$ cat src/verilog/aes_stream_defs.svh
`ifndef AES_STREAM_DEFS_SVH
`define AES_STREAM_DEFS_SVH

// ============================================================
// Stream and block geometry
// ============================================================

// Width of one stream word
`define AES_WORD_W 32

// Words in one 128-bit AES block
`define AES_NB 4

// Depth of each block RAM, in blocks
`define AES_FIFO_BLOCKS 8

// Block address width, log2 of the RAM depth
`define AES_ADDR_W 3

`endif

$ cat src/verilog/aes_stream_pkg.sv
`include "aes_stream_defs.svh"

package aes_stream_pkg;

        // One word on either stream
        typedef logic [`AES_WORD_W-1:0] word_t;

        // One AES block, also used for the key
        typedef logic [`AES_NB*`AES_WORD_W-1:0] block_t;

        // Address of a block in either RAM
        typedef logic [`AES_ADDR_W-1:0] blk_addr_t;

        // Block count, one bit wider so a full RAM fits
        typedef logic [`AES_ADDR_W:0] blk_cnt_t;

        // Top-level sequencing
        typedef enum logic [1:0] {
                CTRL_IDLE,
                CTRL_RECEIVE,
                CTRL_PROCESS,
                CTRL_SEND
        } ctrl_state_t;

endpackage

$ cat src/verilog/block_ram.sv
`timescale 1ns/10ps
`include "aes_stream_defs.svh"

module block_ram (
        input  logic                               s00_axis_aclk,
        input  logic [`AES_ADDR_W-1:0]             addr,
        input  logic [`AES_NB*`AES_WORD_W-1:0]     wdata,
        input  logic                               we,
        output logic [`AES_NB*`AES_WORD_W-1:0]     rdata
);

        // One entry per 128-bit block
        logic [`AES_NB*`AES_WORD_W-1:0] mem [`AES_FIFO_BLOCKS];

        always_ff @(posedge s00_axis_aclk) begin
                if (we) begin
                        mem[addr] <= wdata;
                end
                // Read of the old contents, one cycle late
                rdata <= mem[addr];
        end

endmodule

$ cat src/verilog/axis_block_packer.sv
`timescale 1ns/10ps
`include "aes_stream_defs.svh"

module axis_block_packer (
        input  logic                       s00_axis_aclk,
        input  logic                       rst_n,
        input  logic                       rx_en,
        input  aes_stream_pkg::word_t      s00_axis_tdata,
        input  logic                       s00_axis_tvalid,
        input  logic                       s00_axis_tlast,
        output logic                       s00_axis_tready,
        output aes_stream_pkg::blk_addr_t  ram_addr,
        output aes_stream_pkg::block_t     ram_wdata,
        output logic                       ram_we,
        output aes_stream_pkg::block_t     key,
        output aes_stream_pkg::blk_cnt_t   blk_cnt,
        output logic                       rx_done
);
        import aes_stream_pkg::*;

        typedef enum logic [1:0] {PK_CMD, PK_KEY, PK_DATA, PK_END} pk_state_t;

        pk_state_t                      state;
        logic [$clog2(`AES_NB)-1:0]     word_cnt;
        blk_cnt_t                       blk_idx;
        block_t                         blk;
        logic                           xfer;
        logic                           word_last;

        assign s00_axis_tready = rx_en && (state != PK_END);
        assign xfer            = s00_axis_tvalid && s00_axis_tready;
        assign word_last       = (word_cnt == `AES_NB - 1);

        // PK_END lasts one cycle, right after the tlast transfer
        assign rx_done = (state == PK_END);

        // The transfer completing a block writes it straight to RAM
        assign ram_wdata = {blk[`AES_WORD_W*(`AES_NB-1)-1:0], s00_axis_tdata};
        assign ram_we    = xfer && (state == PK_DATA) && word_last;
        assign ram_addr  = blk_addr_t'(blk_idx);

        // Payload shift register, first word ends up on top
        always_ff @(posedge s00_axis_aclk) begin
                if (xfer && state == PK_DATA) begin
                        blk <= ram_wdata;
                end
        end

        // ============================================================
        // Frame parser
        // ============================================================
        always_ff @(posedge s00_axis_aclk or negedge rst_n) begin
                if (!rst_n) begin
                        state    <= PK_CMD;
                        word_cnt <= '0;
                        blk_idx  <= '0;
                        blk_cnt  <= '0;
                        key      <= '0;
                end else begin
                        case (state)
                        PK_CMD: if (xfer) begin
                                word_cnt <= '0;
                                blk_idx  <= '0;
                                // Bit 0 set: a fresh key follows
                                state    <= s00_axis_tdata[0] ? PK_KEY : PK_DATA;
                        end
                        PK_KEY: if (xfer) begin
                                key      <= {key[`AES_WORD_W*(`AES_NB-1)-1:0], s00_axis_tdata};
                                word_cnt <= word_cnt + 1'b1;
                                if (word_last) begin
                                        state <= PK_DATA;
                                end
                        end
                        PK_DATA: if (xfer) begin
                                word_cnt <= word_cnt + 1'b1;
                                if (word_last) begin
                                        blk_idx <= blk_idx + 1'b1;
                                        if (s00_axis_tlast) begin
                                                blk_cnt <= blk_idx + 1'b1;
                                                state   <= PK_END;
                                        end
                                end
                        end
                        default: state <= PK_CMD;
                        endcase
                end
        end

endmodule

$ cat src/verilog/add_round_key_engine.sv
`timescale 1ns/10ps

module add_round_key_engine (
        input  logic                       s00_axis_aclk,
        input  logic                       rst_n,
        input  logic                       eng_start,
        input  aes_stream_pkg::blk_cnt_t   blk_cnt,
        input  aes_stream_pkg::block_t     key,
        output aes_stream_pkg::blk_addr_t  in_addr,
        output logic                       in_rd,
        input  aes_stream_pkg::block_t     in_data,
        output aes_stream_pkg::blk_addr_t  out_addr,
        output logic                       out_we,
        output aes_stream_pkg::block_t     out_data,
        output logic                       eng_done
);
        import aes_stream_pkg::*;

        typedef enum logic [1:0] {EN_IDLE, EN_READ, EN_WRITE, EN_DONE} en_state_t;

        en_state_t      state;
        blk_cnt_t       idx;

        // Same block index on both RAMs
        assign in_addr  = blk_addr_t'(idx);
        assign out_addr = blk_addr_t'(idx);

        assign in_rd    = (state == EN_READ);
        assign out_we   = (state == EN_WRITE);
        assign eng_done = (state == EN_DONE);

        // AddRoundKey on the registered RAM output
        assign out_data = in_data ^ key;

        // ============================================================
        // Read, then write, once per block
        // ============================================================
        always_ff @(posedge s00_axis_aclk or negedge rst_n) begin
                if (!rst_n) begin
                        state <= EN_IDLE;
                        idx   <= '0;
                end else begin
                        case (state)
                        EN_IDLE: if (eng_start) begin
                                idx   <= '0;
                                state <= EN_READ;
                        end
                        // RAM output is valid in EN_WRITE
                        EN_READ: state <= EN_WRITE;
                        EN_WRITE: begin
                                idx <= idx + 1'b1;
                                if (idx + 1'b1 == blk_cnt) begin
                                        state <= EN_DONE;
                                end else begin
                                        state <= EN_READ;
                                end
                        end
                        default: state <= EN_IDLE;
                        endcase
                end
        end

endmodule

$ cat src/verilog/axis_block_unpacker.sv
`timescale 1ns/10ps
`include "aes_stream_defs.svh"

module axis_block_unpacker (
        input  logic                       s00_axis_aclk,
        input  logic                       rst_n,
        input  logic                       tx_start,
        input  aes_stream_pkg::blk_cnt_t   blk_cnt,
        output aes_stream_pkg::blk_addr_t  ram_addr,
        input  aes_stream_pkg::block_t     ram_rdata,
        output aes_stream_pkg::word_t      m00_axis_tdata,
        output logic                       m00_axis_tvalid,
        output logic                       m00_axis_tlast,
        input  logic                       m00_axis_tready,
        output logic                       tx_done
);
        import aes_stream_pkg::*;

        typedef enum logic [1:0] {UP_IDLE, UP_PRIME, UP_LOAD, UP_SEND} up_state_t;

        up_state_t                      state;
        block_t                         blk;
        blk_cnt_t                       blk_idx;
        logic [$clog2(`AES_NB)-1:0]     word_cnt;
        logic                           xfer;
        logic                           word_last;
        logic                           blk_last;

        assign xfer      = m00_axis_tvalid && m00_axis_tready;
        assign word_last = (word_cnt == `AES_NB - 1);
        assign blk_last  = (blk_idx + 1'b1 == blk_cnt);

        // Most significant word goes out first
        assign m00_axis_tdata = blk[$bits(block_t)-1 -: `AES_WORD_W];
        assign m00_axis_tlast = m00_axis_tvalid && word_last && blk_last;

        // Output block, reloaded from the prefetched RAM word
        always_ff @(posedge s00_axis_aclk) begin
                if (state == UP_LOAD || (xfer && word_last)) begin
                        blk <= ram_rdata;
                end else if (xfer) begin
                        blk <= blk << `AES_WORD_W;
                end
        end

        // ============================================================
        // Master side sequencing
        // ============================================================
        always_ff @(posedge s00_axis_aclk or negedge rst_n) begin
                if (!rst_n) begin
                        state           <= UP_IDLE;
                        ram_addr        <= '0;
                        blk_idx         <= '0;
                        word_cnt        <= '0;
                        m00_axis_tvalid <= 1'b0;
                        tx_done         <= 1'b0;
                end else begin
                        tx_done <= 1'b0;
                        case (state)
                        UP_IDLE: if (tx_start) begin
                                ram_addr <= '0;
                                state    <= UP_PRIME;
                        end
                        // Address 0 on the RAM, data shows up next cycle
                        UP_PRIME: state <= UP_LOAD;
                        UP_LOAD: begin
                                m00_axis_tvalid <= 1'b1;
                                // Start fetching block 1 while block 0 goes out
                                ram_addr        <= ram_addr + 1'b1;
                                blk_idx         <= '0;
                                word_cnt        <= '0;
                                state           <= UP_SEND;
                        end
                        UP_SEND: if (xfer) begin
                                word_cnt <= word_cnt + 1'b1;
                                if (word_last) begin
                                        blk_idx  <= blk_idx + 1'b1;
                                        ram_addr <= ram_addr + 1'b1;
                                end
                                if (m00_axis_tlast) begin
                                        m00_axis_tvalid <= 1'b0;
                                        tx_done         <= 1'b1;
                                        state           <= UP_IDLE;
                                end
                        end
                        default: state <= UP_IDLE;
                        endcase
                end
        end

endmodule

$ cat src/verilog/aes_axi_stream.sv
`timescale 1ns/10ps

module aes_axi_stream (
        input  logic                       s00_axis_aclk,
        input  logic                       rst_n,
        input  aes_stream_pkg::word_t      s00_axis_tdata,
        input  logic                       s00_axis_tvalid,
        input  logic                       s00_axis_tlast,
        output logic                       s00_axis_tready,
        output aes_stream_pkg::word_t      m00_axis_tdata,
        output logic                       m00_axis_tvalid,
        output logic                       m00_axis_tlast,
        input  logic                       m00_axis_tready
);
        import aes_stream_pkg::*;

        ctrl_state_t    state;
        logic           rx_en;
        logic           rx_done;
        logic           eng_start;
        logic           eng_done;
        logic           tx_start;
        logic           tx_done;

        // Input RAM side
        blk_addr_t      pk_addr;
        block_t         pk_wdata;
        logic           pk_we;
        blk_addr_t      eng_in_addr;
        logic           eng_in_rd;
        blk_addr_t      in_addr;
        block_t         in_rdata;

        // Output RAM side
        blk_addr_t      eng_out_addr;
        logic           eng_out_we;
        block_t         eng_out_data;
        blk_addr_t      up_addr;
        blk_addr_t      out_addr;
        block_t         out_rdata;

        block_t         key;
        blk_cnt_t       blk_cnt;

        // ============================================================
        // Control FSM
        // ============================================================
        always_ff @(posedge s00_axis_aclk or negedge rst_n) begin
                if (!rst_n) begin
                        state <= CTRL_IDLE;
                end else begin
                        case (state)
                        CTRL_IDLE:
                                if (s00_axis_tvalid)
                                        state <= CTRL_RECEIVE;
                        CTRL_RECEIVE:
                                if (rx_done)
                                        state <= CTRL_PROCESS;
                        CTRL_PROCESS:
                                if (eng_done)
                                        state <= CTRL_SEND;
                        default:
                                if (tx_done)
                                        state <= CTRL_IDLE;
                        endcase
                end
        end

        assign rx_en     = (state == CTRL_RECEIVE);
        assign eng_start = (state == CTRL_RECEIVE) && rx_done;
        assign tx_start  = (state == CTRL_PROCESS) && eng_done;

        // Engine owns a RAM port only while it uses it
        assign in_addr  = eng_in_rd ? eng_in_addr : pk_addr;
        assign out_addr = eng_out_we ? eng_out_addr : up_addr;

        // ============================================================
        // Stages and RAMs
        // ============================================================
        axis_block_packer packer (
                .s00_axis_aclk, .rst_n, .rx_en,
                .s00_axis_tdata, .s00_axis_tvalid, .s00_axis_tlast, .s00_axis_tready,
                .ram_addr(pk_addr), .ram_wdata(pk_wdata), .ram_we(pk_we),
                .key, .blk_cnt, .rx_done
        );

        block_ram in_ram (
                .s00_axis_aclk, .addr(in_addr), .wdata(pk_wdata), .we(pk_we),
                .rdata(in_rdata)
        );

        add_round_key_engine engine (
                .s00_axis_aclk, .rst_n, .eng_start, .blk_cnt, .key,
                .in_addr(eng_in_addr), .in_rd(eng_in_rd), .in_data(in_rdata),
                .out_addr(eng_out_addr), .out_we(eng_out_we), .out_data(eng_out_data),
                .eng_done
        );

        block_ram out_ram (
                .s00_axis_aclk, .addr(out_addr), .wdata(eng_out_data), .we(eng_out_we),
                .rdata(out_rdata)
        );

        axis_block_unpacker unpacker (
                .s00_axis_aclk, .rst_n, .tx_start, .blk_cnt,
                .ram_addr(up_addr), .ram_rdata(out_rdata),
                .m00_axis_tdata, .m00_axis_tvalid, .m00_axis_tlast, .m00_axis_tready,
                .tx_done
        );

endmodule

$ cat config.mk
export PLATFORM = sky130hd
export DESIGN_NAME = aes_axi_stream
export DESIGN_NICKNAME = d
export VERILOG_FILES = /design/src/verilog/aes_stream_pkg.sv /design/src/verilog/block_ram.sv /design/src/verilog/axis_block_packer.sv /design/src/verilog/add_round_key_engine.sv /design/src/verilog/axis_block_unpacker.sv /design/src/verilog/aes_axi_stream.sv
export VERILOG_INCLUDE_DIRS = /design/src /design/src/verilog
export SDC_FILE = /design/constraint.sdc
export NUM_CORES = 2
export LEC_CHECK = 0
export BUFFER_PORTS_ARGS = -buffer_cell sky130_fd_sc_hd__buf_2
export CORE_ASPECT_RATIO = 1.5
export CORE_UTILIZATION = 45
export CTS_BUF_LIST = sky130_fd_sc_hd__clkbuf_2 sky130_fd_sc_hd__clkbuf_4 sky130_fd_sc_hd__clkbuf_8
export CTS_CLUSTER_DIAMETER = 80
export CTS_CLUSTER_SIZE = 16
export DETAILED_ROUTE_END_ITERATION = 7
export GPL_TIMING_DRIVEN = 0
export HOLD_SLACK_MARGIN = 0.02
export PLACE_DENSITY = 0.59
export SETUP_SLACK_MARGIN = 0.15
export SYNTH_ARGS = -nofsm -noshare
export SYNTH_HDL_FRONTEND = slang
export SYNTH_SLANG_ARGS = --single-unit
$ cat constraint.sdc
create_clock -name s00_axis_aclk -period 10.95 [get_ports s00_axis_aclk]
set_clock_uncertainty 0.1 [all_clocks]
set_input_delay 1.6425 -clock s00_axis_aclk [delete_from_list [all_inputs] [get_ports s00_axis_aclk]]
set_output_delay 1.6425 -clock s00_axis_aclk [all_outputs]
set_load 0.02 [all_outputs]
After elaboration in Yosys (flattened, before gate mapping)
Memories as Yosys holds them, arrays and structs flattened. A register that Yosys moved wholly into a read port is not among the register bits.
Cells that the tools add are included.
Widths: inputs -> output; s select.
{ "word_totals": {"inputBits": 37, "word_cells": 143, "regBits": 385, "mem_count": 2, "ram_bits": 2048, "out_inout_bits": 35} }
{ "mem_list": {"columns": ["memory", "words", "width", "rd", "rd_ports_with_merged_regs", "wr", "line", "text"], "rows": [
  ["in_ram.mem", 8, 128, 1, 1, 1, "block_ram.sv:13", "logic [`AES_NB*`AES_WORD_W-1:0] mem [`AES_FIFO_BLOCKS];"],
  ["out_ram.mem", 8, 128, 1, 1, 1, "block_ram.sv:13", null]
]} }
{ "op_classes": {"bitwise_logic": 1, "n_eq_ne": 31, "n_addsub": 6, "reduce_logical": 35, "n_mux": 52} }
{ "op_table": {"columns": ["op", "count"], "rows": [
  ["$mux 128", 2],
  ["$xor 128x128->128", 1],
  ["$mux 2", 19],
  ["$mux 4", 6],
  ["$pmux 4 s2", 3],
  ["$eq 2x2->1 const B", 9],
  ["$pmux 2 s3", 3],
  ["$ne 2x1->1 const B", 8],
  ["$ne 2x2->1 const B", 8],
  ["$reduce_and 4->1", 4],
  ["$mux 3", 5],
  ["$add 4x1->4 const B", 3],
  ["$reduce_and 3->1", 4],
  ["$logic_and 1x1->1", 10],
  ["$reduce_bool 2->1", 5],
  ["$mux 1", 9],
  ["$pmux 3 s3", 1],
  ["$eq 2x1->1 const B", 4],
  ["$eq 4x4->1", 2],
  ["$logic_not 2->1", 4],
  ["$pmux 2 s2", 2],
  ["$pmux 2 s4", 1],
  ["$reduce_and 2->1", 3],
  ["$reduce_and 6->1", 1],
  ["other kinds (7)", 8]
]} }

Logic depth before layout (Yosys ltp)
{ "logic_depth": {"word_depth": 7, "ltp_mapped": 9, "depth_no_buf": 7} }

Modules after synthesis
A second synthesis with hierarchy kept.
{ "hier_totals": {"hier_cells": 4652, "area_unflattened_um2": 99563.0} }
{ "modules_own_cells": {"columns": ["module", "seq_area_each_um2", "area_each_um2", "n_inst", "cells_each"], "rows": [
  ["block_ram", 33311.9, 41262.1, 2, 1806],
  ["axis_block_packer", 6386.1, 9021.2, 1, 475],
  ["axis_block_unpacker", 4169.0, 6249.7, 1, 377],
  ["add_round_key_engine", 150.1, 1498.9, 1, 164],
  ["aes_axi_stream", 50.0, 269.0, 1, 24]
]} }

Worst setup path after synthesis
Ideal clock, no wire load.
{ "synth_path": {"path_kind": "input-to-reg", "start": "input s00_axis_tvalid", "end": "memory in_ram.mem[7][0] in the netlist's numbering, enable pin", "path_stages": 4, "slack_ns": -0.783, "setup_ns": 0.773, "required_ns": 10.077, "n_path_buf": 0, "arrival_time_ns": 10.860, "cell_sequence": "and3b_1 -> nand3_1 -> nand2b_1 -> nor3_1"} }
{ "synth_via": {"elab_chain_len": 5} }
{ "synth_rtl": {"columns": ["element", "line", "text"], "rows": [
  ["start: declaration", "aes_axi_stream.sv:7", "input logic s00_axis_tvalid,"],
  ["$logic_and 1x1->1", "axis_block_packer.sv:31", "assign xfer = s00_axis_tvalid && s00_axis_tready;"],
  ["$logic_and 1x1->1 (2 in a row)", "axis_block_packer.sv:39", "assign ram_we = xfer && (state == PK_DATA) && word_last;"],
  ["$mux 1", "block_ram.sv:16", "if (we) begin"],
  ["$mux 1 (not written as such)", "block_ram.sv:17", "mem[addr] <= wdata;"],
  ["end: declaration", "block_ram.sv:13", null]
]} }
No other way between the ends.

Worst setup path after layout
{ "layout_path": {"start": "register unpacker.blk_idx[0]", "end": "output m00_axis_tlast"} }
{ "layout_via": {"elab_chain_len": 3} }
{ "layout_rtl": {"columns": ["element", "line", "text"], "rows": [
  ["start: declaration", "axis_block_unpacker.sv:23", "blk_cnt_t blk_idx;"],
  ["start signal: assignment", "axis_block_unpacker.sv:77", "blk_idx <= blk_idx + 1'b1;"],
  ["$add 4x1->4", "axis_block_unpacker.sv:31", "assign blk_last = (blk_idx + 1'b1 == blk_cnt);"],
  ["$eq 4x4->1", "axis_block_unpacker.sv:31", null],
  ["$logic_and 1x1->1", "axis_block_unpacker.sv:35", "assign m00_axis_tlast = m00_axis_tvalid && word_last && blk_last;"],
  ["end: declaration", "aes_axi_stream.sv:12", "output logic m00_axis_tlast,"]
]} }
No other way between the ends.

==> results.cfg <==
[synth]
ys_ff_latch = 2689
ys_async_sr_fraction = 0.05987
synth_cells = 6100
synth_top_cells_by_count = edfxtp_1 (2,272), nand2_1 (1,170), a21oi_1 (537)
syn-num-nets = 6156
synthFlopType = edfxtp_1
synth_most_common_cell = edfxtp_1
synth_top_area_share = 0.6934
postSynthAreaPerCell_sq_um = 16.13
synth_area_sq_um = 98390
yosys_warnings = 0
yosysTopAreaCell = edfxtp_1
synth-edff-count = 2272
synth_cell_types = 63
yosys-top-cells-area = edfxtp_1 (69%), dfxtp_1 (5.2%), nand2_1 (4.5%)
ys_seq_area_frac = 0.7865

[worst_setup_path]
r2r_setup_slack_ns = 6.26
startpoint_type = flip-flop
crit_start = unpacker.blk_idx[0]
rr_startpoint = engine.state[0]
cp_max_fo = 5
r2r_cells = 11
arrival_ns = 2.97
r2r-end = in_ram.mem[6][3]
required_ns = 9.21
crit_path_end_kind = output port
path_class = flip-flop to output port

[power]
p_int_mw = 18.87
p_clk_frac = 0.177
seq_power_share = 0.479
vdd_drop_max_uv = 149.0
p_total_mw = 30.48
leakagePower_nw = 37.74
pwr-share-comb = 0.344
p_per_area_nw_per_um2 = 278.5
swShare = 0.3810
power_switching_mw = 11.61

[global_route]
overflow = 0
grt_start_max_net_pins = 112
track_usage = 0.2566
grt_pass1_wl_mm = 401.6
antenna_found_initial = 18
grt_pass1_vias = 53880

[detailed_routing]
drt_iter0_drc = 5989
wl_per_cell_um = 29.86
post-route-drc-count = 0
via_count = 54750
wl_mm = 286.5
dr.pass1.iters = 5
ant_nets = 0
viasPerCell = 5.708

[final_layout]
drive_gt1_frac = 0.1762
final_cell_area_sq_um = 109400
final_cells = 9593
multi_input_area_sq_um = 19440
nFillCells = 17840
seqCellArea_sq_um = 77380
syn_to_final_growth_pct = 11.24
nNetsFinal = 6630

[job]
drv_cap = 1

[outcome]
status = complete, but fails checks
failed_checks = max-capacitance violations, max-slew violations

[placement]
dpl_cell_area_sq_um = 105500
dp.final_hpwl_mm = 202.9
port_buffers = 71
place_congestion = 0.8553
dp.cells = 9225

[cts]
postCtsHoldBufs = 0
cts_tree = yes
clkTransAtPathRegs_ns = 0.10
cts_buffers = 195
post_cts_resized = 0
clock_sinks = 2689
clk_latency_ns = 1.01
htree_num_levels = 4
cts_buffer_depth = 4
cts-root-buf = clkbuf_8
postCtsSetupBuffers = 0

[sta]
fmax_ghz = 0.2122
hold_viol_final = 0
slew_violations = 9
tns_ns = 0
finalCritPeriodShare = 0.4303
whs_ns = 0.3638
worst_pin_slew_ns = 1.512
finalSetupViolCount = 0
slew_headroom = -0.01138
grt_setup_unrepaired = no
min_period_ns = 4.712

[floorplanning]
coreArea_sq_um = 216800
die_x_um = 383.8
start_util = 0.4538
rows = 209
dieArea_sq_um = 220600
die_h_um = 574.7
io_pins = 72

[min_path]
holdCritStartpoint = in_ram.mem[2][42]
min_delay_worst_endpoint = in_ram.rdata[42]
hold_depth = 2
hp-class = flip-flop to flip-flop
==> flip-flops by register name, summed over array words and instances, names as in the netlist <==
register / cells
in_ram.mem: 1024
out_ram.mem: 1024
in_ram.rdata: 128
out_ram.rdata: 128
packer.key: 128
unpacker.blk: 128
packer.blk: 96
engine.idx: 4
packer.blk_cnt: 4
packer.blk_idx: 4
unpacker.blk_idx: 4
unpacker.ram_addr: 3
engine.state: 2
packer.state: 2
packer.word_cnt: 2
state: 2
unpacker.state: 2
unpacker.word_cnt: 2
unpacker.m00_axis_tvalid: 1
unpacker.tx_done: 1
==> per-layer routing <==
layer	global-route usage	wire length (um)	vias to the layer above
li1	-	-	23900
met1	0.3149	107800	28160
met2	0.4458	145600	2189
met3	0.03334	17470	493
met4	0.1244	15540	10
met5	0	64	-
==> layout by cell type, fill, tap and decap left out, types with 20 or more instances in the layout <==
cell,n
o221ai_1,41
buf_4,52
a22o_1,27
a22oi_1,101
nor2b_1,35
dfxtp_1,256
edfxtp_1,2272
o22a_1,33
dfrtp_1,161
clkbuf_8,196
buf_1,29
a21oi_1,537
mux2i_1,75
clkbuf_4,149
buf_2,191
nand2_1,1170
or4_1,127
a221oi_1,97
o21ai_0,38
inv_1,20
xor2_1,120
mux2_2,298
buf_6,126
buf_8,25
clkbuf_1,172
mux4_2,26
buf_12,35
a222oi_1,71
o211ai_1,20
==> worst max-delay path by stage <==
stage,to,slack [ns]
global placement,in_ram.mem[4][100],-11.25
global route,m00_axis_tlast,6.10
finish,m00_axis_tlast,6.24
detailed placement,unpacker.blk[77],5.93
CTS,m00_axis_tlast,6.18
floorplan,in_ram.mem[0][0],-0.60
==> power groups by stage <==
| stage | Sequential, mW | Combinational (mW) | Clock [mW] |
|---|---|---|---|
| after global placement | 15.0 | 10.0 | 0 |
| after CTS | 14.6 | 10.5 | 5.48 |
| after global routing | 14.7 | 11.0 | 5.83 |
| after detailed placement | 14.8 | 10.5 | 0 |
| final | 14.6 | 10.5 | 5.39 |
| after floorplan | 14.4 | 5.53 | 0 |
==> cells by family (layout without fill, tap and decap cells) <==
logic type,after synthesis,after routing,synth area share
flip-flops,2689,2689,0.7865
AND/OR/NAND/NOR,1412,1412,0.06108
AO/OA/AOI/OAI,1017,1017,0.06712
multiplexers,426,426,0.05142
buffers and inverters,391,1023,0.01849
XOR/XNOR,146,146,0.01300
adder cells (fa/ha/maj),19,19,0.002416
other,0,13,0
==> area by class of cell <==
class / count / area share
multi-input combinational: 3020 / 0.1776
sequential: 2689 / 0.7070
inverter: 21 / 0.0007202
timing repair buffer: 277 / 0.03016
antenna: 13 / 0.0002972
tap: 2848 / 0.03256
buffer: 370 / 0.01590
clock buffer: 345 / 0.03487
clock inverter: 10 / 0.0008688
==> through the flow <==
step | worst slack, ns | util
final | 6.238 | 0.5049
after CTS | 6.178 | 0.5047
after detailed placement | 5.928 | 0.4866
after floorplan | -0.6008 | -
after global placement | -11.25 | 0.4719
after global routing | 6.104 | 0.5048
==> critical path, cell delays in order, from the launching register on <==
cell and delay, ns:
dfrtp_1 0.46, ha_1 0.36, xnor2_1 0.19, nand4_1 0.13, nor3_1 0.57, buf_2 0.28
(Power assumes the default switching activity.)
